**src/design/memStage_config.svh**
```systemverilog
`ifndef MEM_STAGE_CONFIG_SVH
`define MEM_STAGE_CONFIG_SVH

// datapath and address width
`define WORD_W 32

// data memory word-index width, 256 words
`define RAM_AW 8

// register-number width
`define REG_AW 5

// kseg1 is unmapped, fixed offset to physical
`define KSEG1_BASE 32'hA000_0000

// access-size codes
`define SIZE_BYTE 2'd0
`define SIZE_HALF 2'd1
`define SIZE_WORD 2'd2

`endif
```
**src/design/memStagePkg.sv**
```systemverilog
`default_nettype none

`include "memStage_config.svh"

package memStagePkg;

	// data word or address
	typedef logic [`WORD_W-1:0] word_t;

	// per-byte write strobe, also the trace write enable
	typedef logic [3:0] byteEn_t;

	// destination register number
	typedef logic [`REG_AW-1:0] regIdx_t;

	// word index into the data memory
	typedef logic [`RAM_AW-1:0] ramIdx_t;

	// byte position inside a word
	typedef logic [1:0] byteOff_t;

	// holds one of the SIZE_* codes
	typedef logic [1:0] accessSize_t;

endpackage

`default_nettype wire

```
**src/design/memAccessGen.sv**
```systemverilog
`timescale 1ns/1ps
`default_nettype none

`include "memStage_config.svh"

module memAccessGen import memStagePkg::*; (
	input  wire         clk,
	input  wire         rstN,
	input  wire         reqValid,
	input  wire         reqStore,
	input  accessSize_t reqSize,
	input  wire         reqSignExt,
	input  word_t       reqPc,
	input  word_t       reqVaddr,
	input  word_t       reqWdata,
	input  regIdx_t     reqRd,
	output logic        ramEn,
	output byteEn_t     ramWe,
	output ramIdx_t     ramIdx,
	output word_t       ramWdata,
	output logic        s1Valid,
	output logic        s1Load,
	output accessSize_t s1Size,
	output logic        s1SignExt,
	output byteOff_t    s1Off,
	output word_t       s1Pc,
	output regIdx_t     s1Rd,
	output logic        s1AddrErr,
	output word_t       s1Vaddr
);

	word_t    paddr;
	byteOff_t off;
	logic     misaligned;
	byteEn_t  strobe;
	word_t    laneData;

	// kseg1 translation
	assign paddr = reqVaddr - `KSEG1_BASE;
	assign off = paddr[1:0];

	always_comb begin
		case (reqSize)
			`SIZE_BYTE: begin
				misaligned = 1'b0;
				strobe = byteEn_t'(4'b0001 << off);
				laneData = {4{reqWdata[7:0]}};
			end
			`SIZE_HALF: begin
				misaligned = off[0];
				strobe = off[1] ? 4'b1100 : 4'b0011;
				laneData = {2{reqWdata[15:0]}};
			end
			default: begin
				misaligned = |off;
				strobe = 4'b1111;
				laneData = reqWdata;
			end
		endcase
	end

	always_ff @(posedge clk or negedge rstN) begin
		if (!rstN) begin
			ramEn <= 1'b0;
			ramWe <= '0;
			s1Valid <= 1'b0;
		end else begin
			// a bad address never reaches the memory
			ramEn <= reqValid & ~misaligned;
			ramWe <= (reqValid & reqStore & ~misaligned) ? strobe : '0;
			s1Valid <= reqValid;
		end
	end

	always_ff @(posedge clk) begin
		if (reqValid) begin
			ramIdx <= paddr[`RAM_AW+1:2];
			ramWdata <= laneData;
			s1Load <= ~reqStore;
			s1Size <= reqSize;
			s1SignExt <= reqSignExt;
			s1Off <= off;
			s1Pc <= reqPc;
			s1Rd <= reqRd;
			s1AddrErr <= misaligned;
			s1Vaddr <= reqVaddr;
		end
	end

endmodule

`default_nettype wire

```
**config.mk**
```make
export PLATFORM = sky130hd
export DESIGN_NAME = memAccessGen
export DESIGN_NICKNAME = d
export VERILOG_FILES = /design/src/design/memStagePkg.sv /design/src/design/memAccessGen.sv
export VERILOG_INCLUDE_DIRS = /design/src /design/src/design
export SDC_FILE = /design/constraint.sdc
export NUM_CORES = 1
export LEC_CHECK = 0
export CAP_MARGIN = 20
export CORE_ASPECT_RATIO = 2
export CORE_MARGIN = 5
export CORE_UTILIZATION = 50
export CTS_BUF_LIST = sky130_fd_sc_hd__clkbuf_16
export CTS_CLUSTER_SIZE = 10
export DETAILED_ROUTE_END_ITERATION = 8
export DONT_BUFFER_PORTS = 1
export GPL_TIMING_DRIVEN = 0
export PLACE_DENSITY = 0.68
export RECOVER_POWER = 100
export REMOVE_ABC_BUFFERS = 1
export SYNTH_ARGS = -nofsm -noshare
export SYNTH_HDL_FRONTEND = slang
export SYNTH_SLANG_ARGS = --single-unit
export TNS_END_PERCENT = 20
```
**constraint.sdc**
```tcl
create_clock -name clk -period 0.8 [get_ports clk]
set_clock_uncertainty 0.1 [all_clocks]
set_input_delay 0.12 -clock clk [delete_from_list [all_inputs] [get_ports clk]]
set_output_delay 0.12 -clock clk [all_outputs]
set_load 0.05 [all_outputs]
```
==> flow_summary.ini <==
[clock_tree]
cts_buffers = 9
cts_buffer_depth = 2
cts.sinks = 112
h-tree-depth = 3
clk_pin_slew_ns = 0.07
hold_buffers = 87
cts_tree = built
clock-root-buffer = clkbuf_16

[timing]
fmax_mhz = 650.9
worstMarginPinSlew_ns = 0.9426
relSlewSlack_pct = 37.29
rsz0062_at_grt = true
maxSlewViolCount = 0
timing.final.ws_setup_ns = -0.7362
whs_ns = -0.2224
finalCritPeriodShare_pct = 192.0
fin_crit_ns = 1.536
hold_violations = 144
finalSetupViolations = 122

[synthesis]
synth_edf_count = 106
yosys.cell_types.count = 21
synth_top_area_cell = edfxtp_1
synth_top_area_share_pct = 81.59
synth_top_family_by_area = multiplexers
synth-simple-area-share_pct = 2.662
synthMuxAreaShare_pct = 6.671
synth_fa_ha_area_share_pct = 0
synthesis.area_um2 = 3901
synthXorXnorAreaFrac_pct = 0.4490
ys_top_cells_by_area = edfxtp_1 (82%), mux2_2 (4.6%), dfrtp_1 (3.8%)
ys.flop_type = edfxtp_1
yosys_register_bits = 112
ys_async_sr_fraction_pct = 5.357
avgSynthCellArea_um2 = 21.44
ys_seq_area_share_pct = 85.44
yosysMostFrequentCell = edfxtp_1
synth_compound_area_share_pct = 1.700
yosysWarnings = 0
ys_top_cells_by_count = edfxtp_1 (106), mux2_2 (16), buf_4 (11)
synthesis.instances = 182

[flow_run]
drv_cap = 0

[floorplan]
die_w_um = 72.46
core_um2 = 7601
dieArea_um2 = 9776
chipHeight_um = 134.9
start_util_pct = 51.33
rows = 45
ioPinCount = 230

[final_layout]
fin_nets = 374
fillCellCount = 490
fin_area_um2 = 5090
areaGrowthSynthToFinish_pct = 30.47
drive_above_1_share_pct = 15.50
fin_util_pct = 66.96

[grt]
grt_pass1_vias = 2117
grt.busiest_layer = met2
grt_pass1_wl_um = 12800
grt_use_met2_pct = 31.52
grt_use_met3_pct = 9.165
grt.overflow.total = 0
grt_max_degree = 112
antenna_found_initial = 0
grt.total_usage_pct = 18.55
grt_util_met1_pct = 18.98

[place]
hpwlAfterDp_um = 6075
placed_cell_area_um2 = 3902
io_buffers = 0
place.gp.congestion = 0.7471

[routing]
vias = 1939
post_drt_wl_per_cell_um = 25.28
drtAntennaViolNets = 0
firstDrtPassIters = 4
finalWirelength_um = 9252
vias_per_cell = 5.298
drt-initial-drc-count = 66
drc = 0

[power]
powerDensity_nw_per_um2 = 2765
power_mw = 14.07
leakage_nw = 1.783
peakVddDrop_v = 0.001813

[run_status]
status = finished with violations
violations = negative hold slack, negative setup slack

[setup_path]
cp.arrival_ns = 1.32
critPathLaunchType = register
critPathMaxFanout = 2
cp-end-kind = output port
critPathKind = reg -> out
crit_required_ns = 0.58

[min_path]
hp-class = in -> reg
-- kinds of logic (layout without fill, tap and decap cells) --
logic type / after synthesis / count (layout)
AOI/OAI and AO/OA: 12 / 12
xor gates and xnor gates: 2 / 2
buffers and inverters: 15 / 104
DFF: 112 / 112
muxes: 24 / 24
other: 0 / 1
and+or+nand+nor: 17 / 17
-- report_power, final --
part	switching (mW)	leakage (nW)	total, mW	internal (mW)
registers	2.00	1.11	8.99	6.99
clock network	2.01	0.154	4.51	2.50
logic	0.171	0.521	0.567	0.396
total	4.18	1.78	14.1	9.89
-- flip-flops by register name (all words and copies together) (netlist names) --
register and cells:
ramWdata 32, ramEn 1, ramIdx 7, s1Vaddr 24
s1Load 1, ramWe 4, s1Pc 32, s1SignExt 1
s1Size 2, s1Valid 1, s1AddrErr 1, s1Rd 5
s1Off 1
-- timing repair --
| action | in CTS | in global routing |
|---|---|---|
| pin swaps | 0 | 1 |
| hold endpoints to repair | 224 | 145 |
| resized for setup | 6 | 12 |
| endpoints found under the setup margin | 122 | 153 |
| buffers inserted | 0 | 0 |
-- per-stage QoR --
step,setup WS [ns],TNS [ns],instances
6_report,-0.7362,-54.70,366
3_3_place_gp,-0.3584,-13.59,262
4_1_cts,-0.7648,-62.56,365
2_1_floorplan,-0.3240,-10.08,168
5_1_grt,-0.7792,-59.05,365
3_5_place_dp,-0.3794,-14.07,262
-- layer usage --
metal,part of all wire (%),vias up
li1,-,864
met3,10,12
met4,1.9,0
met5,0,-
met2,55,128
met1,33,935
-- cell type report --
class | count | area, um2 | share of cell area [%]
inverters | 1 | 3.754 | 0.07375
repair buffers | 87 | 864.6 | 16.99
diodes | 1 | 2.502 | 0.04916
clock inverters | 7 | 87.58 | 1.721
multi-input cells | 55 | 447.9 | 8.800
well taps | 94 | 117.6 | 2.311
clock buffers | 9 | 225.2 | 4.425
flip-flops and latches | 112 | 3341 | 65.63
-- placed cells by master, fill, tap and decap left out, drive strengths merged --
cell type / n
o2bb2ai: 1
o21ai: 9
mux2i: 8
nand2: 9
edfxtp: 106
nand4b: 1
nor4b: 1
a21oi: 1
o21a: 1
mux2: 16
dlygate4sd3: 76
diode: 1
and4bb: 1
clkdlybuf4s25: 10
bufinv: 1
nor3: 2
clkinv: 2
inv: 5
dfrtp: 6
nor2: 3
xnor2: 2
clkbuf: 10
-- final timing paths --
path	startpoint	endpoint	slack [ns]	cells after the start
setup / recovery	ramIdx[0]	ramIdx[0]	-0.74	0
hold / removal	reqSize[0]	s1Size[0]	-0.22	0
max in group asynchronous	rstN	ramWe[1]	0.37	1
min in group asynchronous	rstN	ramWe[0]	-0.01	1
Power figures use the tool's default switching activity.
