--- config.mk ---
export PLATFORM = sky130hd
export DESIGN_NAME = loadAlign
export DESIGN_NICKNAME = d
export VERILOG_FILES = /design/src/design/memStagePkg.sv /design/src/design/loadAlign.sv
export VERILOG_INCLUDE_DIRS = /design/src /design/src/design
export SDC_FILE = /design/constraint.sdc
export NUM_CORES = 1
export LEC_CHECK = 0
export BUFFER_PORTS_ARGS = -buffer_cell sky130_fd_sc_hd__buf_2
export CAP_MARGIN = 20
export CORE_MARGIN = 3
export CORE_UTILIZATION = 45
export CTS_BUF_LIST = sky130_fd_sc_hd__clkbuf_8
export CTS_CLUSTER_DIAMETER = 100
export DETAILED_ROUTE_END_ITERATION = 10
export PLACE_DENSITY = 0.71
export SYNTH_ARGS = -nofsm -noshare
export SYNTH_HDL_FRONTEND = slang
export SYNTH_SLANG_ARGS = --single-unit
export TNS_END_PERCENT = 100
--- constraint.sdc ---
create_clock -name clk -period 9.7 [get_ports clk]
set_input_delay 1.94 -clock clk [delete_from_list [all_inputs] [get_ports clk]]
set_output_delay 1.94 -clock clk [all_outputs]
set_load 0.005 [all_outputs]
--- src/design/memStage_config.svh ---
`ifndef MEM_STAGE_CONFIG_SVH
`define MEM_STAGE_CONFIG_SVH

// datapath and address width
`define WORD_W 32

// data memory word-index width, 256 words
`define RAM_AW 8

// register-number width
`define REG_AW 5

// kseg1 is unmapped, fixed offset to physical
`define KSEG1_BASE 32'hA000_0000

// access-size codes
`define SIZE_BYTE 2'd0
`define SIZE_HALF 2'd1
`define SIZE_WORD 2'd2

`endif
--- src/design/memStagePkg.sv ---
`default_nettype none

`include "memStage_config.svh"

package memStagePkg;

	// data word or address
	typedef logic [`WORD_W-1:0] word_t;

	// per-byte write strobe, also the trace write enable
	typedef logic [3:0] byteEn_t;

	// destination register number
	typedef logic [`REG_AW-1:0] regIdx_t;

	// word index into the data memory
	typedef logic [`RAM_AW-1:0] ramIdx_t;

	// byte position inside a word
	typedef logic [1:0] byteOff_t;

	// holds one of the SIZE_* codes
	typedef logic [1:0] accessSize_t;

endpackage

`default_nettype wire

--- src/design/loadAlign.sv ---
`timescale 1ns/1ps
`default_nettype none

`include "memStage_config.svh"

module loadAlign import memStagePkg::*; (
	input  wire         clk,
	input  wire         rstN,
	input  wire         s1Valid,
	input  wire         s1Load,
	input  accessSize_t s1Size,
	input  wire         s1SignExt,
	input  byteOff_t    s1Off,
	input  word_t       s1Pc,
	input  regIdx_t     s1Rd,
	input  wire         s1AddrErr,
	input  word_t       s1Vaddr,
	input  word_t       ramRdata,
	output word_t       debugWbPc,
	output byteEn_t     debugWbRfWen,
	output regIdx_t     debugWbRfWnum,
	output word_t       debugWbRfWdata,
	output logic        excValid,
	output word_t       badVaddr
);

	logic        s2Valid;
	logic        s2Load;
	accessSize_t s2Size;
	logic        s2SignExt;
	byteOff_t    s2Off;
	word_t       s2Pc;
	regIdx_t     s2Rd;
	logic        s2AddrErr;
	word_t       s2Vaddr;
	logic [7:0]  loadByte;
	logic [15:0] loadHalf;
	word_t       loadData;
	logic        goodLoad;

	always_ff @(posedge clk or negedge rstN) begin
		if (!rstN) begin
			s2Valid <= 1'b0;
			debugWbRfWen <= '0;
			excValid <= 1'b0;
		end else begin
			s2Valid <= s1Valid;
			debugWbRfWen <= goodLoad ? '1 : '0;
			excValid <= s2Valid & s2AddrErr;
		end
	end

	// sideband waits one cycle for the memory word
	always_ff @(posedge clk) begin
		if (s1Valid) begin
			s2Load <= s1Load;
			s2Size <= s1Size;
			s2SignExt <= s1SignExt;
			s2Off <= s1Off;
			s2Pc <= s1Pc;
			s2Rd <= s1Rd;
			s2AddrErr <= s1AddrErr;
			s2Vaddr <= s1Vaddr;
		end
	end

	assign goodLoad = s2Valid & s2Load & ~s2AddrErr;

	// same job as the load bridge in the full core
	always_comb begin
		loadByte = ramRdata[{s2Off, 3'b000} +: 8];
		loadHalf = s2Off[1] ? ramRdata[31:16] : ramRdata[15:0];
		case (s2Size)
			`SIZE_BYTE: loadData = {{(`WORD_W-8){s2SignExt & loadByte[7]}}, loadByte};
			`SIZE_HALF: loadData = {{(`WORD_W-16){s2SignExt & loadHalf[15]}}, loadHalf};
			default:    loadData = ramRdata;
		endcase
	end

	always_ff @(posedge clk) begin
		if (s2Valid) begin
			debugWbPc <= s2Pc;
		end
		if (goodLoad) begin
			debugWbRfWnum <= s2Rd;
			debugWbRfWdata <= loadData;
		end
		if (s2Valid & s2AddrErr) begin
			badVaddr <= s2Vaddr;
		end
	end

endmodule

`default_nettype wire

==> results of run 1 <==
[cell families (layout without fill, tap and decap cells)]
kind of cell / after synthesis / count (layout) / synth area share (%)
buffers and inverters: 16 / 253 / 1.33
AND/OR/NAND/NOR: 73 / 73 / 5.17
multiplexers: 6 / 6 / 0.982
AO/OA/AOI/OAI: 32 / 32 / 4.40
flip-flops: 180 / 180 / 88.1
[critical path: stages]
cell	delay, ns
buf_2	0.11
mux2i_1	0.32
a22oi_1	0.17
nand2_1	0.47
nand2_1	0.14
[worst max path at each step]
stage | slack (ns) | startpoint | cells after the start | end
finish | 6.70 | ramRdata[15] | 5 | debugWbRfWdata[26]
global route | 6.63 | ramRdata[15] | 5 | debugWbRfWdata[22]
CTS | 6.70 | debugWbRfWdata[23] | 1 | debugWbRfWdata[23]
detailed placement | 6.30 | ramRdata[15] | 5 | debugWbRfWdata[22]
global placement | 6.39 | ramRdata[15] | 5 | debugWbRfWdata[16]
floorplan | 6.57 | s2Valid | 2 | debugWbRfWdata[0]
[per-layer routing]
layer / global-route usage (%) / vias up
met5: 0 / -
met4: 7.91 / 0
met3: 5.71 / 28
met2: 27.2 / 156
met1: 20.8 / 1620
li1: - / 1628
[registers in the layout, summed over array words and instances (netlist names), 5 cells and up]
signal / flops
debugWbPc: 32
s2Pc: 32
debugWbRfWdata: 32
s2Vaddr: 32
s2Rd: 5
debugWbRfWnum: 5
badVaddr: 32
[through the flow]
step	worst slack, ns	power [mW]	utilization, %	instance area (sq um)	cells
after global routing	6.63	1.62	60.1	7770	716
final	6.70	1.56	60.1	7770	716
after floorplan	6.57	1.01	-	6120	307
after global placement	6.39	1.08	57.0	7370	684
after detailed placement	6.30	1.09	57.0	7370	684
after CTS	6.70	1.58	60.0	7760	715
[cell type report]
class	count	area [sq um]	area share, %
sequential	180	5390	69.4
timing repair buffer	219	1110	14.3
multi-input combinational	111	653	8.40
clock buffer	17	234	3.01
tap	172	215	2.77
clock inverter	14	154	1.98
inverter	3	11.3	0.145
[power by group through the flow]
stage / Clock (mW) / Combinational [mW] / Sequential (mW)
after floorplan: 0 / 0.0401 / 0.965
after global placement: 0 / 0.116 / 0.964
after detailed placement: 0 / 0.119 / 0.968
after CTS: 0.506 / 0.120 / 0.951
after global routing: 0.537 / 0.134 / 0.955
final: 0.491 / 0.120 / 0.948
[layout by cell type (no fill, tap or decap), types with 2 or more instances in the layout]
cell,n
a21oi_1,2
a221o_1,7
a221oi_1,4
a22o_1,3
a22oi_1,5
buf_2,215
buf_4,3
bufinv_16,2
clkbuf_8,17
clkinv_2,2
clkinvlp_4,3
dfrtp_1,3
edfxtp_1,177
inv_1,3
inv_6,3
inv_8,2
mux2i_1,6
nand2_1,54
nand2b_1,6
nor2_1,3
nor2b_1,6
o21ai_0,4
o22ai_1,4
==> metrics.md, run 1 <==
| Metric | Value |
|---|---|
| Syn Nets | `418` |
| TritonRoute pass-1 iters | `4` |
| TritonCTS clock tree | `built` |
| Startpoint class of the critical path | `input port` |
| Clock network fraction of total power | `31.5%` |
| Crit end category | `register` |
| Die area | `0.0150 sq mm` |
| Clk slew on worst S/H paths | `0.09 ns` |
| Reg2reg end | `debugWbRfWdata[7]` |
| Detailed-route wire length | `12.5 mm` |
| Synth area leaders | `edfxtp_1 (87%), nand2_1 (3.3%), dfrtp_1 (1.2%)` |
| Post-route setup TNS | `0 ns` |
| Min-delay src | `s2Vaddr[5]` |
| # hold bufs at CTS | `0` |
| Main synth FF type | `edfxtp_1` |
| Min-Delay Path Class | `reg2reg` |
| Worst-case clock buffer depth | `2` |
| Synth warn | `0` |
| First-pass GRT wire length | `18.7 mm` |
| Count of cell types in the netlist | `25` |
| Synth-to-Final Area Change | `27.0%` |
| Reg-to-Reg Start | `s2Off[1]` |
| Max Freq | `334 MHz` |
| Synthesized cell area | `0.00612 sq mm` |
| Post-synth EDFFs | `177` |
| Pins Over Slew Limit | `0` |
| Post-CTS Setup Bufs | `0` |
| Metal2 WL | `6.27 mm` |
| Critical Path RT | `9.86 ns` |
| Syn_area_per_cell | `19.9 sq um` |
| Die W | `123 microns` |
| Combinational fraction of design power | `7.7%` |
| Vias | `3432` |
| Die Span Y | `123 microns` |
| CTS buffer count | `17` |
| Worst rel slew slack | `28.3%` |
| CTS resizes | `0` |
| Row Count | `41` |
| Final nets | `643` |
| IO Count | `217` |
| Starting density of the core | `47.3%` |
| Setup Viol. Count Final | `0` |
| Total GRT Usage | `16.9%` |
| Vias per cell | `4.79` |
| Post-synth ARST share | `1.67%` |
| RSZ-0062 raised after global routing | `no` |
| Dpl hpwl | `9.07 mm` |
| Uppermost routed layer | `met4` |
| Clk sink count | `180` |
| Post-synth top cells | `edfxtp_1 (177), nand2_1 (54), a221o_1 (7)` |
| Layout cells sized above 1 | `46.7%` |
| Yosys top cell area share | `86.9%` |
| FILL cells | `1008` |
| Worst Skew | `0.00748 ns` |
| Sink of the worst hold path | `badVaddr[5]` |
| Switching pwr | `0.345 mW` |
| H-tree Lvls | `4` |
| Run status | `complete, no violations` |
| R2R setup slack | `7.58 ns` |
| Largest net degree at the start of global routing | `78` |
| Critical path class | `in2reg` |
| Measured slew at the worst slew-check pin | `1.07 ns` |
| DR WL/cell | `17.5 microns` |
| Maxcap violations | `0` |
| Skew-Pair Late Insertion Delay | `0.43 ns` |
| DRC violations left | `0` |
| Minimum clock period | `3.00 ns` |
| Cell Int Power | `1.21 mW` |
| Initial antenna violation count | `0` |
| Worst vdd rail ir drop | `0.165 mV` |
| Yosys reg bits | `180` |
| Final hold violation count | `0` |
| Tcrit/Tclk final | `30.9%` |
| Lkg Pwr | `3.13 nW` |
| Hold_ws | `0.420 ns` |
| Metal3 WL | `1.02 mm` |
| Worst Path Arrival | `3.15 ns` |
| Final ANT Viol Nets | `0` |
| Seq/Total Area, Yosys | `88.1%` |
| Switching part of the total | `22.1%` |
| Hold path depth | `0` |
| Seq pwr share | `60.8%` |
| Placer Congestion | `0.944` |
| Vias in the first global route | `3416` |
| PwrDens | `201 mW/mm^2` |
| ANT cells | `0` |
| Reg2Reg Depth | `4` |
| CP max FO | `16` |
| Core area | `0.0129 sq mm` |
| IO buf count | `216` |
| Most common cell in the netlist | `edfxtp_1` |
| Gr ovfl total | `0` |
| DR iter-0 viols | `260` |
| CTS root buf | `clkbuf_8` |
| M1 WL | `4.88 mm` |
| Cell taking the most area after synthesis | `edfxtp_1` |
| Mapped Cells | `307` |
Power figures use the tool's default switching activity.
==> inputs of run 2 (changes only) <==
PLACE_DENSITY = 0.74   (was 0.71)
clock period = 2.65 ns   (was 9.7 ns; I/O delays follow)
==> metrics.md, run 2 (synthesized netlist as in run 1, its figures left out) <==
| Metric | Value |
|---|---|
| Max Freq | `494 MHz` |
| Placer Congestion | `0.951 (+0.76%)` |
| Die Span Y | `123 microns (unchanged)` |
| Gr ovfl total | `0 (unchanged)` |
| Combinational fraction of design power | `7.5% (-0.2 points)` |
| IO Count | `217 (unchanged)` |
| Vias per cell | `4.91 (+2.5%)` |
| Measured slew at the worst slew-check pin | `0.878 ns (-0.194 ns)` |
| CTS buffer count | `17 (unchanged)` |
| Post-route setup TNS | `0 ns (unchanged)` |
| CTS resizes | `0 (unchanged)` |
| Global-route met1 utilization | `19.1% (-1.8 points)` |
| Grt peak-use layer | `met2` |
| Vias in the first global route | `3536 (+3.5%)` |
| First-pass GRT wire length | `18.2 mm (-2.6%)` |
| Switching pwr | `1.27 mW (+270%)` |
| Fin area | `0.00787 sq mm (+1.3%)` |
| RSZ-0062 raised after global routing | `no` |
| Layout Cells excl Fill | `719 (+0.42%)` |
| Largest net degree at the start of global routing | `47 (-40%)` |
| PwrDens | `763 mW/mm^2 (+280%)` |
| Switching part of the total | `21.2% (-0.95 points)` |
| Layout cells sized above 1 | `46.8% (+0.11 points)` |
| Worst vdd rail ir drop | `0.625 mV (+280%)` |
| Worst Path Arrival | `2.22 ns (-0.93 ns)` |
| Synth-to-Final Area Change | `28.7%` |
| Setup Viol. Count Final | `0 (unchanged)` |
| Post-CTS Setup Bufs | `0 (unchanged)` |
| Final ANT Viol Nets | `0 (unchanged)` |
| Startpoint class of the critical path | `register` |
| H-tree Lvls | `4 (unchanged)` |
| IO buf count | `216 (unchanged)` |
| Tcrit/Tclk final | `76.4%` |
| Multi-input logic area | `654 sq um (+0.19%)` |
| TritonCTS clock tree | `built` |
| CTS root buf | `clkbuf_8` |
| Global Route met2 Usage | `27.1% (-0.10 points)` |
| DR iter-0 viols | `278 (+6.9%)` |
| Minimum clock period | `2.03 ns` |
| Critical path class | `reg2reg` |
| Detailed-route wire length | `12.4 mm (-1.2%)` |
| Pins Over Slew Limit | `0 (unchanged)` |
| CP max FO | `15 (-1)` |
| Worst Skew | `0.00980 ns (+0.00232 ns)` |
| Dpl cell area | `0.00740 sq mm (+0.39%)` |
| ANT cells | `0 (unchanged)` |
| Die W | `123 microns (unchanged)` |
| Reg area | `0.00539 sq mm (unchanged)` |
| Maxcap violations | `0 (unchanged)` |
| Core area | `0.0129 sq mm (unchanged)` |
| Row Count | `41 (unchanged)` |
| DR WL/cell | `17.2 microns (-1.6%)` |
| Worst-case clock buffer depth | `2 (unchanged)` |
| Final nets | `645 (+0.31%)` |
| Worst rel slew slack | `41.3% (+13 points)` |
| Initial antenna violation count | `1 (+1)` |
| Final hold violation count | `0 (unchanged)` |
| Lkg Pwr | `3.17 nW (+1.5%)` |
| Most common cell after layout, fill and taps aside | `buf_2` |
| Reg2Reg Depth | `4 (unchanged)` |
| Layout Utilization | `60.9% (+0.76 points)` |
| Critical Path RT | `2.85 ns (-7.01 ns)` |
| Run status | `complete, no violations` |
| GR met3 Demand/Resource | `6.36% (+0.65 points)` |
| Total GRT Usage | `16.5% (-0.38 points)` |
| Cell total after placement | `686 (+0.29%)` |
| Clk slew on worst S/H paths | `0.09 ns (about the same)` |
| Total power | `6.00 mW (+280%)` |
| Seq pwr share | `57.6% (-3.2 points)` |
| Crit end category | `register` |
| TritonRoute pass-1 iters | `5 (+1)` |
| Cell Int Power | `4.73 mW (+290%)` |
| Vias | `3533 (+2.9%)` |
| Clk sink count | `180 (unchanged)` |
| Skew-Pair Late Insertion Delay | `0.45 ns (+0.02 ns)` |
| FILL cells | `996 (-1.2%)` |
| Dpl hpwl | `8.96 mm (-1.3%)` |
| DRC violations left | `0 (unchanged)` |
| Commonest cells after routing, fill and taps aside | `buf_2 (215), edfxtp_1 (177), nand2_1 (54)` |
| Die area | `0.0150 sq mm (unchanged)` |
| Hold path depth | `1 (+1)` |
| Starting density of the core | `47.3% (unchanged)` |
| Min-Delay Path Class | `in2reg` |
| Clock network fraction of total power | `34.8% (+3.3 points)` |
[run 2: changes by cell type in the layout (fill, tap and decap cells not counted), sizes merged]
cell,previous run,this run
bufinv,2,5
clkinv,3,6
inv,9,6
clkinvlp,3,1
buf,219,220
dlygate4sd3,0,1
[run 2: path summary, 6_finish.rpt]
kind                                endpoint   startpoint  slack (ns)
max reg2reg                debugWbRfWdata[4]    s2Size[0]        0.62
min reg2reg                     badVaddr[22]  s2Vaddr[22]        0.42
min                              s2Vaddr[27]  s1Vaddr[27]        0.25
max                        debugWbRfWdata[4]    s2Size[0]        0.62
min in group asynchronous           excValid         rstN        0.43
max in group asynchronous            s2Valid         rstN        2.11
[run 2: final cells by class]
class | count | share of cell area, %
inverters | 3 | 0.143
flip-flops and latches | 180 | 68.5
clock inverters | 15 | 2.91
repair buffers | 221 | 14.4
clock buffers | 17 | 2.97
well taps | 172 | 2.73
multi-input cells | 111 | 8.31
[run 2: power by group through the flow]
stage | logic (mW) | clock network (mW) | registers (mW)
final | 0.450 | 2.09 | 3.46
after floorplan | 0.147 | 0 | 3.53
after detailed placement | 0.454 | 0 | 3.53
after global placement | 0.440 | 0 | 3.52
after global routing | 0.497 | 2.27 | 3.48
after CTS | 0.457 | 2.15 | 3.46
[run 2: per-layer routing]
metal	up-vias	share of wire, %
met3	32	8.8
met1	1677	37
li1	1633	-
met2	189	51
met5	-	0.057
met4	2	2.9
[run 2: worst max-delay path, stage by stage (launching register included)]
cell	delay [ns]
edfxtp_1	0.63
nor2b_2	0.59
nor2_1	0.20
a22oi_1	0.24
o21ai_0	0.10
[run 2: through the flow]
step	hold slack [ns]	worst slack, ns
floorplan	0.234	0.110
global placement	0.328	0.801
detailed placement	0.331	0.688
CTS	0.208	0.678
global route	0.198	0.423
finish	0.246	0.625
[run 2: timing repair]
item                                   CTS  global route
setup endpoints to repair                0             0
endpoints found under the hold margin    3             0
hold buffers                             1             0
==> inputs of run 3 (changes only) <==
clock period = 1.7 ns   (was 2.65 ns; I/O delays follow)
==> metrics.md, run 3 (synthesized netlist as in run 1, its figures left out) <==
| Metric | Value |
|---|---|
| Reg2reg end | `debugWbRfWdata[15]` |
| CTS buffer count | `17 (unchanged)` |
| IO buf count | `216 (unchanged)` |
| Row Count | `41 (unchanged)` |
| Die W | `123 microns (unchanged)` |
| Commonest cells after routing, fill and taps aside | `buf_2 (215), edfxtp_1 (177), nand2_1 (53)` |
| Dpl hpwl | `9.23 mm (+3.0%)` |
| H-tree Lvls | `4 (unchanged)` |
| Core area | `0.0129 sq mm (unchanged)` |
| Final ANT Viol Nets | `0 (unchanged)` |
| Fin area | `0.00790 sq mm (+0.33%)` |
| Hold path depth | `1 (unchanged)` |
| Crit end category | `register` |
| Largest net degree at the start of global routing | `39 (-17%)` |
| Most common cell after layout, fill and taps aside | `buf_2` |
| Detailed-route wire length | `12.7 mm (+2.5%)` |
| Pins Over Slew Limit | `0 (unchanged)` |
| Critical Path RT | `1.90 ns (-0.95 ns)` |
| Max Freq | `617 MHz (+25%)` |
| PwrDens | `1120 mW/mm^2 (+47%)` |
| Worst rel slew slack | `47.3% (+6.0 points)` |
| Skew-Pair Late Insertion Delay | `0.45 ns (about the same)` |
| TritonCTS clock tree | `built` |
| Worst Skew | `0.0119 ns (+0.00209 ns)` |
| Run status | `complete, no violations` |
| Final worst slack | `0.0798 ns (-0.545 ns)` |
| Worst vdd rail ir drop | `0.699 mV (+12%)` |
| Die Span Y | `123 microns (unchanged)` |
| Die area | `0.0150 sq mm (unchanged)` |
| DR iter-0 viols | `303 (+9.0%)` |
| Dpl cell area | `0.00750 sq mm (+1.4%)` |
| Worst-case clock buffer depth | `2 (unchanged)` |
| Final hold violation count | `0 (unchanged)` |
| Clk slew on worst S/H paths | `0.09 ns (about the same)` |
| Vias | `3530 (-0.085%)` |
| Hold_ws | `0.0530 ns (-0.193 ns)` |
| Setup Viol. Count Final | `0 (unchanged)` |
| Placer Congestion | `0.928 (-2.4%)` |
| Starting density of the core | `47.3% (unchanged)` |
| Lkg Pwr | `3.19 nW (+0.63%)` |
| Min-Delay Path Class | `in2reg` |
| Tcrit/Tclk final | `95.3% (+19 points)` |
| Reg-to-Reg Start | `s2Off[0]` |
| Clk sink count | `180 (unchanged)` |
| IO Count | `217 (unchanged)` |
| Critical path class | `reg2reg` |
| Layout Cells excl Fill | `727 (+1.1%)` |
| FILL cells | `988 (-0.80%)` |
| Startpoint class of the critical path | `register` |
| Reg area | `0.00539 sq mm (about the same)` |
| Layout cells sized above 1 | `48.1% (+1.3 points)` |
| Gr ovfl total | `0 (unchanged)` |
| TritonRoute pass-1 iters | `5 (unchanged)` |
| Vias in the first global route | `3428 (-3.1%)` |
| Multi-input logic area | `668 sq um (+2.1%)` |
| First-pass GRT wire length | `18.5 mm (+2.0%)` |
| CP max FO | `8 (-7)` |
| Post-placement worst setup slack | `-0.0253 ns (-0.714 ns)` |
| Measured slew at the worst slew-check pin | `0.790 ns (-0.0878 ns)` |
| Maxcap violations | `0 (unchanged)` |
| DR WL/cell | `17.4 microns (+1.3%)` |
| Vias per cell | `4.86 (-1.2%)` |
| CTS root buf | `clkbuf_8` |
| RSZ-0062 raised after global routing | `no` |
| Final nets | `653 (+1.2%)` |
| R2R setup slack | `0.08 ns (-0.55 ns)` |
| Total GRT Usage | `17.0% (+0.41 points)` |
| CP Capture Point | `debugWbRfWdata[15]` |
| Worst Path Arrival | `1.82 ns (-0.40 ns)` |
| Synth-to-Final Area Change | `29.1%` |
| Reg2Reg Depth | `5 (+1)` |
| Setup crit start | `s2Off[0]` |
| ANT cells | `0 (unchanged)` |
| Minimum clock period | `1.62 ns (-0.405 ns)` |
| Initial antenna violation count | `2 (+1)` |
| DRC violations left | `0 (unchanged)` |
| Cell total after placement | `693 (+1.0%)` |
==> run 3: worst min-delay path by stage <==
| stage | startpoint | endpoint | slack [ns] |
|---|---|---|---|
| 2_1_floorplan | rstN | debugWbRfWen[2] | 0.04 |
| 3_3_place_gp | rstN | debugWbRfWen[2] | 0.14 |
| 3_5_place_dp | rstN | debugWbRfWen[2] | 0.15 |
| 4_1_cts | s1Pc[2] | s2Pc[2] | 0.01 |
| 5_1_grt | s1Pc[1] | s2Pc[1] | 0.01 |
| 6_report | s1Pc[2] | s2Pc[2] | 0.05 |
==> run 3: stage by stage <==
step	util, %	setup TNS, ns	power, mW
after floorplan	-	-0.107	5.74
after global placement	58.0	0	6.20
after detailed placement	58.0	-0.0253	6.24
after CTS	61.0	0	8.96
after global routing	61.1	0	9.25
final	61.1	0	8.87
==> run 3: worst max-delay path: stages (launching register included) <==
cell,delay [ns]
edfxtp_1,0.46
mux2i_1,0.23
and2_4,0.18
a2111oi_4,0.04
buf_4,0.17
a311o_1,0.30
==> run 3: routing by layer <==
metal,share of wire (%),track usage [%]
met5,0.21,0
met4,2.4,7.56
met3,9.1,6.91
met2,51,27.6
met1,38,19.9
==> run 3: cell type report <==
| type | count | share of cell area [%] |
|---|---|---|
| Clock inverter | 15 | 1.77 |
| Tap cell | 172 | 2.73 |
| Sequential cell | 180 | 68.3 |
| Timing Repair Buffer | 229 | 15.6 |
| Multi-Input combinational cell | 111 | 8.46 |
| Inverter | 3 | 0.143 |
| Clock buffer | 17 | 2.96 |
==> run 3: power breakdown <==
group	internal (mW)	total (mW)	switching (mW)	leakage, nW
sequential	5.29	5.39	0.0964	1.73
combinational	0.349	0.752	0.403	1.28
clock	1.29	2.73	1.44	0.192
total	6.93	8.87	1.94	3.19
==> run 3: timing repair <==
action / CTS / global route
setup buffers: 0 / 1
setup endpoints to repair: 1 / 8
gates resized for setup: 1 / 1
hold endpoints to repair: 3 / 0
pin swaps: 0 / 1
hold buffers: 1 / 0
